[src/dla_isa_pkg.sv]
`default_nettype none

package dla_isa_pkg;

  localparam int INSTR_W = 64;

  // opcode 0 is left free and skipped by the sequencer
  typedef enum logic [3:0] {
    OP_LOAD_F = 4'h1, // feature bus to feature buffer
    OP_LOAD_P = 4'h2, // weight bus to scaler or bias buffer
    OP_CONFIG = 4'h3, // lane select and shift
    OP_SCALE  = 4'h4, // stream buffers through the multiply-add
    OP_HALT   = 4'hf  // end of program
  } opcode_e;

  // load and scale view
  typedef struct packed {
    opcode_e     opcode;   // 63:60
    logic        target;   // 59, 0 scaler / 1 bias
    logic [15:0] src_addr; // 58:43 external word address
    logic [7:0]  dst_addr; // 42:35 buffer index
    logic [7:0]  count;    // 34:27 entries minus one
    logic [26:0] pad;
  } xfer_instr_t;

  // config view
  typedef struct packed {
    opcode_e     opcode;   // 63:60
    logic [2:0]  lane_sel; // 59:57
    logic [4:0]  shift;    // 56:52
    logic [51:0] pad;
  } cfg_instr_t;

  // one word, two decodes, opcode common to both
  typedef union packed {
    xfer_instr_t xfer;
    cfg_instr_t  cfg;
  } instr_u;

endpackage

`default_nettype wire
[src/instr_fifo.sv]
`timescale 1ns/1ps
`default_nettype none

module instr_fifo #(
  parameter int FIFO_DEPTH = 8
) (
  input  wire                                  clk,
  input  wire                                  i_rst,
  input  wire                                  i_push,
  input  dla_isa_pkg::instr_u                  i_push_data,
  input  wire                                  i_pop,
  output dla_isa_pkg::instr_u                  o_pop_data,
  output logic                                 o_empty,
  output logic [$clog2(FIFO_DEPTH+1)-1:0]      o_level
);

  localparam int PW = (FIFO_DEPTH > 1) ? $clog2(FIFO_DEPTH) : 1;
  localparam int LW = $clog2(FIFO_DEPTH + 1);

  dla_isa_pkg::instr_u mem [FIFO_DEPTH];
  logic [PW-1:0] wr_ptr, rd_ptr;
  logic          do_push, do_pop;

  assign do_push    = i_push && (o_level != LW'(FIFO_DEPTH)); // drop on overflow
  assign do_pop     = i_pop && !o_empty;
  assign o_empty    = (o_level == '0);
  assign o_pop_data = mem[rd_ptr]; // head visible, pop next cycle after push

  always_ff @(posedge clk) begin
    if (do_push)
      mem[wr_ptr] <= i_push_data;
  end

  always_ff @(posedge clk) begin
    if (i_rst) begin
      wr_ptr  <= '0;
      rd_ptr  <= '0;
      o_level <= '0;
    end else begin
      if (do_push)
        wr_ptr <= (wr_ptr == PW'(FIFO_DEPTH-1)) ? '0 : wr_ptr + 1'b1;
      if (do_pop)
        rd_ptr <= (rd_ptr == PW'(FIFO_DEPTH-1)) ? '0 : rd_ptr + 1'b1;
      if (do_push && !do_pop)
        o_level <= o_level + 1'b1;
      else if (do_pop && !do_push)
        o_level <= o_level - 1'b1;
    end
  end

endmodule

`default_nettype wire

[config.mk]
export PLATFORM = sky130hd
export DESIGN_NAME = instr_fifo
export DESIGN_NICKNAME = d
export VERILOG_FILES = /design/src/dla_isa_pkg.sv /design/src/instr_fifo.sv
export SDC_FILE = /design/constraint.sdc
export NUM_CORES = 1
export LEC_CHECK = 0
export BUFFER_PORTS_ARGS = -buffer_cell sky130_fd_sc_hd__clkbuf_2
export CAP_MARGIN = 40
export CORE_MARGIN = 2
export CORE_UTILIZATION = 53
export DETAILED_ROUTE_END_ITERATION = 16
export MAX_ROUTING_LAYER = met4
export PLACE_DENSITY_LB_ADDON = 0.1
export SLEW_MARGIN = 30
export SYNTH_ARGS = -nofsm -noshare
export SYNTH_HDL_FRONTEND = slang
export SYNTH_SLANG_ARGS = --single-unit
export TNS_END_PERCENT = 1
[constraint.sdc]
create_clock -name clk -period 16.9 [get_ports clk]
set_input_delay 3.38 -clock clk [delete_from_list [all_inputs] [get_ports clk]]
set_output_delay 3.38 -clock clk [all_outputs]
set_load 0.005 [all_outputs]
==> results_dict.tcl, run 1 <==
set metrics [dict create \
    outcome "finished, final reports clean" \
    drt_iter0_drc 540 \
    critPathMaxFanout 41 \
    ctsRootBufferMaster "clkbuf_16" \
    antenna_found_initial 1 \
    cts_buffers 51 \
    combPwrFrac_pct 18.6 \
    fmax_mhz 155 \
    mostFrequentLayoutCell "edfxtp_1" \
    arrival_ns 3.07 \
    crit_path_start_kind "flop" \
    holdWs_ns 0.545 \
    fill_cells 2458 \
    gr-total-overflow 0 \
    area_delta_synth_final_pct 15.5 \
    slew_violations 0 \
    cap_viol_max_count 0 \
    postCtsHoldBufs 0 \
    cts.clk_slew.worst_paths_ns 0.06 \
    layout_common_cells "512 x edfxtp_1, 136 x clkbuf_2, 128 x mux4_2, 65 x mux2_2, 51 x clkbuf_16" \
    swShare_pct 23.7 \
    gp_congestion 0.672 \
    irDropWorstVdd_v 0.0000956 \
    postCtsSetupBuffers 0 \
    die_w_um 198 \
    clock_power_share_pct 33.5 \
    worstHoldStart "rd_ptr[1]$_SDFFE_PP0P_" \
    netlist_instances 812 \
    syn_nets 888 \
    r2r_start "o_level[0]$_SDFFE_PP0P_" \
    htree_levels 2 \
    drc 0 \
    layout-drive-gt1-share_pct 42.4 \
    ant_nets 0 \
    track_usage_pct 20.9 \
    switching_power_uw 765 \
    detail_route.wirelength_um 38500 \
    io_buffers 136 \
    core-area_mm2 0.0368 \
    dieHeight_um 198 \
    cp_slowest_cell "dfxtp_4" \
    finalWorstSetupSlack_ns 10.45 \
    max_slew.worst_pin.slew_ns 0.675 \
    path_class "reg2out" \
    initial_core_util_pct 54.1 \
    num_vias 8793 \
    place_ws_ns 10.78 \
    clockBufferDepth 3 \
    pin_count 137 \
    hold_class "reg2reg" \
    leakage_uw 0.00740 \
    yosysSeqAreaShare_pct 78.6 \
    critical_path_required_ns 13.52 \
    powerDensity_mw_per_mm2 140 \
    rsz0062_at_grt "false" \
    viasPerCell 5.85 \
    tritoncts "done" \
    cts_sinks 525 \
    critPathCaptureType "output port" \
    grt_max_degree 43 \
    internal_power_uw 2460 \
    wl_per_cell_um 25.6 \
    synth_warnings 0 \
    nets 1068 \
    cts_resized 0 \
    post-route-min-period_ns 6.45 \
    finalCritPeriodShare_pct 38.2 \
    drt-pass1-iter-count 5 \
    grt_pass1_wl_um 57100 \
    dp_hpwl_um 21800 \
    slew_headroom_pct 54.9 \
    synth_cell_types 27 \
    cp_slowest_stage_delay_ns 0.62 \
    synth_area_mm2 0.0199 \
    ys_seq_elements 525 \
    clock_latency_ns 0.58 \
    skew_ns 0.00935 \
    num_rows 70 \
    hold_viol 0 \
    p_seq_share_pct 47.9 \
    path_delay_family "buffers and inverters" \
    finalSetupViolations 0 \
    dpl_cell_area_mm2 0.0213 \
    die_area_mm2 0.0391 \
    final.setup.tns_ns 0 \
    crit_path_cell_trace "buf_12, buf_4, buf_16, mux4_2, mux2_2, clkbuf_2" \
    worstPathBufferInverterCount 4 \
    fin_area_mm2 0.0230 \
    syn_avg_cell_area_um2 24.5 \
    grt_pass1_vias 9409 \
]
## worst register-to-register path, stage by stage, from the launching register on
cell	delay, ns
dfxtp_1	0.43
o41ai_4	0.74
inv_1	0.22
ha_1	0.27
inv_1	0.13
ha_1	0.30
a21oi_1	0.21
a211oi_1	0.11
a31oi_1	0.19
mux2_2	0.36
## power groups by stage
stage | Clock [uW] | Combinational, uW | Sequential, uW
2_1_floorplan | 0 | 432 | 1560
3_3_place_gp | 0 | 557 | 1590
3_5_place_dp | 0 | 606 | 1570
4_1_cts | 1110 | 610 | 1550
5_1_grt | 1150 | 648 | 1550
6_report | 1080 | 600 | 1550
## per-stage QoR
stage / cells / utilization (%) / total power, uW
final: 1502 / 62.5 / 3230
after global routing: 1501 / 62.4 / 3360
after CTS: 1499 / 62.4 / 3260
after detailed placement: 1406 / 58.0 / 2180
after global placement: 1396 / 57.4 / 2140
after floorplan: 812 / - / 1990
## per-layer routing
layer / part of all wire, % / GRT usage (%) / vias up
met5: 0 / - / -
met4: 2.3 / 6.46 / 0
met3: 5.2 / 3.92 / 60
met2: 52 / 35.0 / 226
met1: 41 / 26.2 / 4670
li1: - / - / 3837
## state kept, by name (all words and copies together), names as in the netlist, named ones only
signal,flops
mem,512
o_level,4
rd_ptr,3
wr_ptr,3
## cell type report
type	count	area [um^2]	area share, %
Inverter	3	11.3	0.0490
Sequential cell	525	15600	68.1
Clock inverter	28	264	1.15
Antenna cell	2	5.00	0.0218
Multi-Input combinational cell	247	4060	17.7
Timing Repair Buffer	164	1080	4.68
Clock buffer	65	1330	5.78
Tap cell	468	586	2.55
## Yosys cell counts
cell type  count  share of area [%]
edfxtp_1     512                 77
mux4_2       128                 14
mux2_2        65                3.7
dfxtp_1       13                1.3
nor2_1        13               0.25
clkbuf_1      12               0.23
buf_6         11               0.62
buf_1          8               0.15
ha_1           7               0.44
a21oi_1        6               0.15
nand2_1        6               0.11
nor3_1         5               0.13
buf_2          3              0.075
buf_4          3               0.11
inv_1          3              0.057
mux2i_1        3               0.15
nand2b_1       2              0.063
nor4_1         2              0.063
o41ai_4        2               0.28
a211oi_1       1              0.038
a31oi_1        1              0.031
fa_1           1               0.10
nand3_1        1              0.025
nand3b_1       1              0.038
or3_1          1              0.031
xnor2_1        1              0.044
xor2_1         1              0.044
## logic make-up after synthesis
kind of cell / share of synthesized area (%)
and+or+nand+nor: 0.704
DFF: 78.6
AOI/OAI and AO/OA: 0.497
buffers and inverters: 1.25
adders and majority gates: 0.541
xor gates and xnor gates: 0.0881
muxes: 18.3
## path summary, 6_finish.rpt
kind / to / slack, ns / cells after the start
max reg2reg: o_level[3]$_SDFFE_PP0P_ / 13.83 / 9
max: o_pop_data[15] / 10.45 / 6
min: flop / 0.55 / 2
min reg2reg: flop / 0.55 / 2
Note: power is estimated with default switching activity, not from simulation.
==> run 2, diff against run 1 <==
==> constraint.sdc (replaced) <==
create_clock -name clk -period 6.28 [get_ports clk]
set_input_delay 1.256 -clock clk [delete_from_list [all_inputs] [get_ports clk]]
set_output_delay 1.256 -clock clk [all_outputs]
set_load 0.005 [all_outputs]
==> run 2 against run 1 <==
  * Wire length is 1.9% lower
  * Die area stayed put
  * Sequential share of layout area is 0.052 points lower
  * Non-clock buffer count is 7 lower
  * Sequential power grew to 2.7 times the previous value
  * Flip-flop and latch count stayed put
  * Final area hardly changed
  * Cell count hardly changed
  * Via count is 0.17% higher
  * Critical endpoint is now o_pop_data[4]
  * Largest power group unchanged
==> results_dict.tcl, run 2 (synthesis gave the netlist of run 1 again) <==
set metrics [dict create \
    outcome "finished, final reports clean" \
    grt_max_degree 73 \
    arrival_ns 2.95 \
    powerDensity_mw_per_mm2 386 \
    critical_path_required_ns 5.02 \
    track_usage_pct 20.7 \
    ctsRootBufferMaster "clkbuf_16" \
    hold_viol 0 \
    tritoncts "done" \
    slew_violations 0 \
    ant_nets 0 \
    cts_buffers 53 \
    largest_reg_flops 512 \
    cp_slowest_stage_delay_ns 0.74 \
    io_buffers 136 \
    grt_pass1_wl_um 57100 \
    area_delta_synth_final_pct 15.6 \
    dp_hpwl_um 20700 \
    postCtsHoldBufs 0 \
    die_area_mm2 0.0391 \
    clock_latency_ns 0.58 \
    hold_class "reg2reg" \
    use_met3_pct 3.76 \
    crit_path_start_kind "flop" \
    cp_slowest_cell "dfxtp_4" \
    dieHeight_um 198 \
    wl_per_cell_um 25.1 \
    leakage_uw 0.00742 \
    gp_congestion 0.739 \
    crit_path_cell_trace "buf_4, mux4_2, mux2_2, clkbuf_2" \
    busiest_layer "met2" \
    mostFrequentLayoutCell "edfxtp_1" \
    num_vias 8808 \
    finalWorstSetupSlack_ns 2.08 \
    layout_common_cells "512 x edfxtp_1, 136 x clkbuf_2, 128 x mux4_2, 65 x mux2_2, 55 x clkbuf_16" \
    max_slew.worst_pin.slew_ns 0.825 \
    finalCritPeriodShare_pct 66.9 \
    drc 0 \
    die_w_um 198 \
    critPathCaptureType "output port" \
    num_rows 70 \
    fmax_mhz 238 \
    skew_ns 0.00680 \
    initial_core_util_pct 54.1 \
    detail_route.wirelength_um 37700 \
    largestRegisters "mem (512), o_level (4)" \
    cts_resized 0 \
    path_class "reg2out" \
    regMostFlops "mem" \
    cts.clk_slew.worst_paths_ns 0.06 \
    htree_levels 2 \
    fill_cells 2464 \
    dpl_cell_area_mm2 0.0212 \
    rsz0062_at_grt "false" \
    grtUsageMet2_pct 33.1 \
    clockBufferDepth 3 \
    cts_sinks 525 \
    core-area_mm2 0.0368 \
    drt_iter0_drc 602 \
    finalSetupViolations 0 \
    drt-pass1-iter-count 4 \
    cap_viol_max_count 0 \
    postCtsSetupBuffers 0 \
    fin_area_mm2 0.0230 \
    layout-drive-gt1-share_pct 42.4 \
    irDropWorstVdd_v 0.000230 \
    gr-total-overflow 0 \
    place_ws_ns 2.59 \
    pin_count 137 \
    viasPerCell 5.86 \
    nets 1063 \
    grt_pass1_vias 9648 \
    post-route-min-period_ns 4.20 \
    critPathMaxFanout 30 \
    slew_headroom_pct 45.0 \
    met1_usage_pct 27.7 \
    antenna_found_initial 4 \
]
-- run 2: area by class of cell --
type,instances,area [um^2],area share [%]
Antenna cell,4,10.0,0.0435
Clock buffer,69,1460,6.35
Multi-Input combinational cell,247,4070,17.7
Clock inverter,30,290,1.26
Tap cell,468,586,2.55
Timing Repair Buffer,157,923,4.02
Sequential cell,525,15600,68.1
Inverter,3,11.3,0.0490
-- run 2: routing by layer --
layer  share of wire, %  wire, um
met2                 50     18800
met1                 43     16400
met4                2.1       793
met3                4.6      1750
met5                  0         0
-- run 2: metrics by stage --
stage	hold WS [ns]	std cells	total power, uW	setup TNS, ns	utilization, %
final	0.552	1503	8870	0	62.5
after global routing	0.579	1503	9220	0	62.5
after CTS	0.557	1499	8980	0	62.5
after detailed placement	0.540	1400	5860	0	57.7
after global placement	0.513	1397	5800	0	57.5
after floorplan	0.495	812	5350	-32.66	-
-- run 2: final timing paths --
check | startpoint | endpoint | slack [ns] | depth (start not counted)
worst max-delay path | flop | o_pop_data[4] | 2.08 | 4
worst min register to register | rd_ptr[2]$_SDFFE_PP0P_ | flop | 0.55 | 2
worst min-delay path | rd_ptr[2]$_SDFFE_PP0P_ | flop | 0.55 | 2
worst max register to register | o_level[0]$_SDFFE_PP0P_ | o_level[3]$_SDFFE_PP0P_ | 3.22 | 9
-- run 2: power breakdown --
group          leakage, uW  switching, uW  internal (uW)
sequential         0.00476            124           4050
clock             0.000859           1240           1880
combinational      0.00180            713            865
total              0.00742           2080           6790
-- run 2: worst max-delay path, delay by kind of cell (launching register included) --
kind	cells	cell delay, ns
muxes	2	0.89
DFF	1	0.74
buffers and inverters	2	0.70
==> run 3, diff against run 2 <==
==> constraint.sdc (replaced) <==
create_clock -name clk -period 4.1 [get_ports clk]
set_input_delay 0.82 -clock clk [delete_from_list [all_inputs] [get_ports clk]]
set_output_delay 0.82 -clock clk [all_outputs]
set_load 0.005 [all_outputs]
==> run 3 against run 2 <==
  * Worst setup slack lost 1.5 ns
  * Sequential power grew 53%
  * First-iteration DRC count shrank 6.8%
  * Cell count is essentially flat
  * Utilization shrank 0.35 points
  * Final area shrank 0.57%
  * Flip-flop and latch count is the same
  * Highest routed layer unchanged
==> results_dict.tcl, run 3 (synthesis gave the netlist of run 1 again) <==
set metrics [dict create \
    outcome "finished, final reports clean" \
    dieHeight_um 198 \
    num_vias 8785 \
    antenna_found_initial 6 \
    path_class "reg2out" \
    die_w_um 198 \
    fmax_mhz 281 \
    dpl_cell_area_mm2 0.0212 \
    initial_core_util_pct 54.1 \
    wl_per_cell_um 25.6 \
    cts_sinks 525 \
    cap_viol_max_count 0 \
    largestRegisters "mem (512), o_level (4)" \
    layout_common_cells "512 x edfxtp_1, 136 x clkbuf_2, 128 x mux4_2, 65 x mux2_2, 55 x clkbuf_16" \
    worstPathBufferInverterCount 2 \
    rsz0062_at_grt "false" \
    postCtsHoldBufs 0 \
    irDropWorstVdd_v 0.000363 \
    die_area_mm2 0.0391 \
    ctsRootBufferMaster "clkbuf_16" \
    postCtsSetupBuffers 0 \
    holdWs_ns 0.507 \
    post-route-min-period_ns 3.55 \
    fin_area_mm2 0.0229 \
    powerDensity_mw_per_mm2 579 \
    grt_max_degree 65 \
    skew_ns 0.0182 \
    mostFrequentLayoutCell "edfxtp_1" \
    slew_headroom_pct 49.4 \
    leakage_uw 0.00733 \
    cp_slowest_stage_delay_ns 0.72 \
    stdcell_count 1504 \
    layout-drive-gt1-share_pct 42.1 \
    dp_hpwl_um 20500 \
    area_delta_synth_final_pct 14.9 \
    gr-total-overflow 0 \
    core-area_mm2 0.0368 \
    critical_path_required_ns 3.28 \
    detail_route.wirelength_um 38500 \
    dp_cells 1399 \
    tritoncts "done" \
    nets 1062 \
    io_buffers 136 \
    ant_nets 0 \
    gp_congestion 0.745 \
    finalSetupViolations 0 \
    utilization_pct 62.1 \
    slew_violations 0 \
    cp_slowest_cell "dfxtp_4" \
    num_rows 70 \
    pin_count 137 \
    track_usage_pct 21.0 \
    finalCritPeriodShare_pct 86.7 \
    max_slew.worst_pin.slew_ns 0.758 \
    cts.clk_slew.worst_paths_ns 0.06 \
    clock_latency_ns 0.58 \
    met1_usage_pct 26.5 \
    final.setup.tns_ns 0 \
    arrival_ns 2.73 \
    viasPerCell 5.84 \
    r2r_start "o_level[0]$_SDFFE_PP0P_" \
    busiest_layer "met2" \
    use_met3_pct 4.68 \
    cts_resized 0 \
    grtUsageMet2_pct 35.0 \
    path_delay_family "multiplexers" \
    largest_reg_flops 512 \
    worstHoldStart "i_push_data[14]" \
    drt-pass1-iter-count 5 \
    drt_iter0_drc 561 \
    hold_viol 0 \
    regMostFlops "mem" \
    hold_class "in2reg" \
    crit_path_start_kind "flop" \
    crit_path_cell_trace "buf_12, mux4_2, mux2_2, clkbuf_2" \
    clockBufferDepth 3 \
    critPathCaptureType "output port" \
    cts_buffers 53 \
    grt_pass1_vias 9653 \
    htree_levels 2 \
    critPathMaxFanout 42 \
    drc 0 \
    grt_pass1_wl_um 57800 \
]
run 3: changes by cell type in the layout (fill, tap and decap cells not counted), sizes merged:
cell      delta
clkinv       +3
inv          +1
clkinvlp     +2
diode        +2
bufinv       -5
clkbuf       -1
buf          -1
run 3: area by class of cell:
type / instances / area [um^2]
Antenna cell: 6 / 15.0
Timing Repair Buffer: 156 / 931
Tap cell: 468 / 586
Multi-Input combinational cell: 247 / 4070
Sequential cell: 525 / 15600
Clock inverter: 31 / 175
Clock buffer: 68 / 1430
Fill cell: 2520 / 13900
Inverter: 3 / 11.3
run 3: metal layers:
metal  share of wire (%)  vias up
met5                   0        -
met2                  51      217
met3                 6.3       57
met4                 1.6        0
li1                    -     3835
met1                  41     4676
run 3: final timing paths:
path / endpoint / slack [ns] / cells after the start
worst max-delay path: o_pop_data[7] / 0.55 / 4
worst min-delay path: mem[1][14]$_DFFE_PP_ / 0.51 / 1
worst max register to register: o_level[3]$_SDFFE_PP0P_ / 0.95 / 9
worst min register to register: flop / 0.54 / 2
run 3: per-stage QoR:
| stage | total power, uW | setup WS (ns) |
|---|---|---|
| 2_1_floorplan | 8190 | -1.84 |
| 3_3_place_gp | 8910 | 1.12 |
| 3_5_place_dp | 9000 | 0.996 |
| 4_1_cts | 13400 | 0.450 |
| 5_1_grt | 13800 | 0.363 |
| 6_report | 13200 | 0.546 |
run 3: where the power goes:
group	switching, uW	total (uW)	internal [uW]
clock network	1890	4400	2510
logic	1110	2440	1330
registers	187	6390	6200
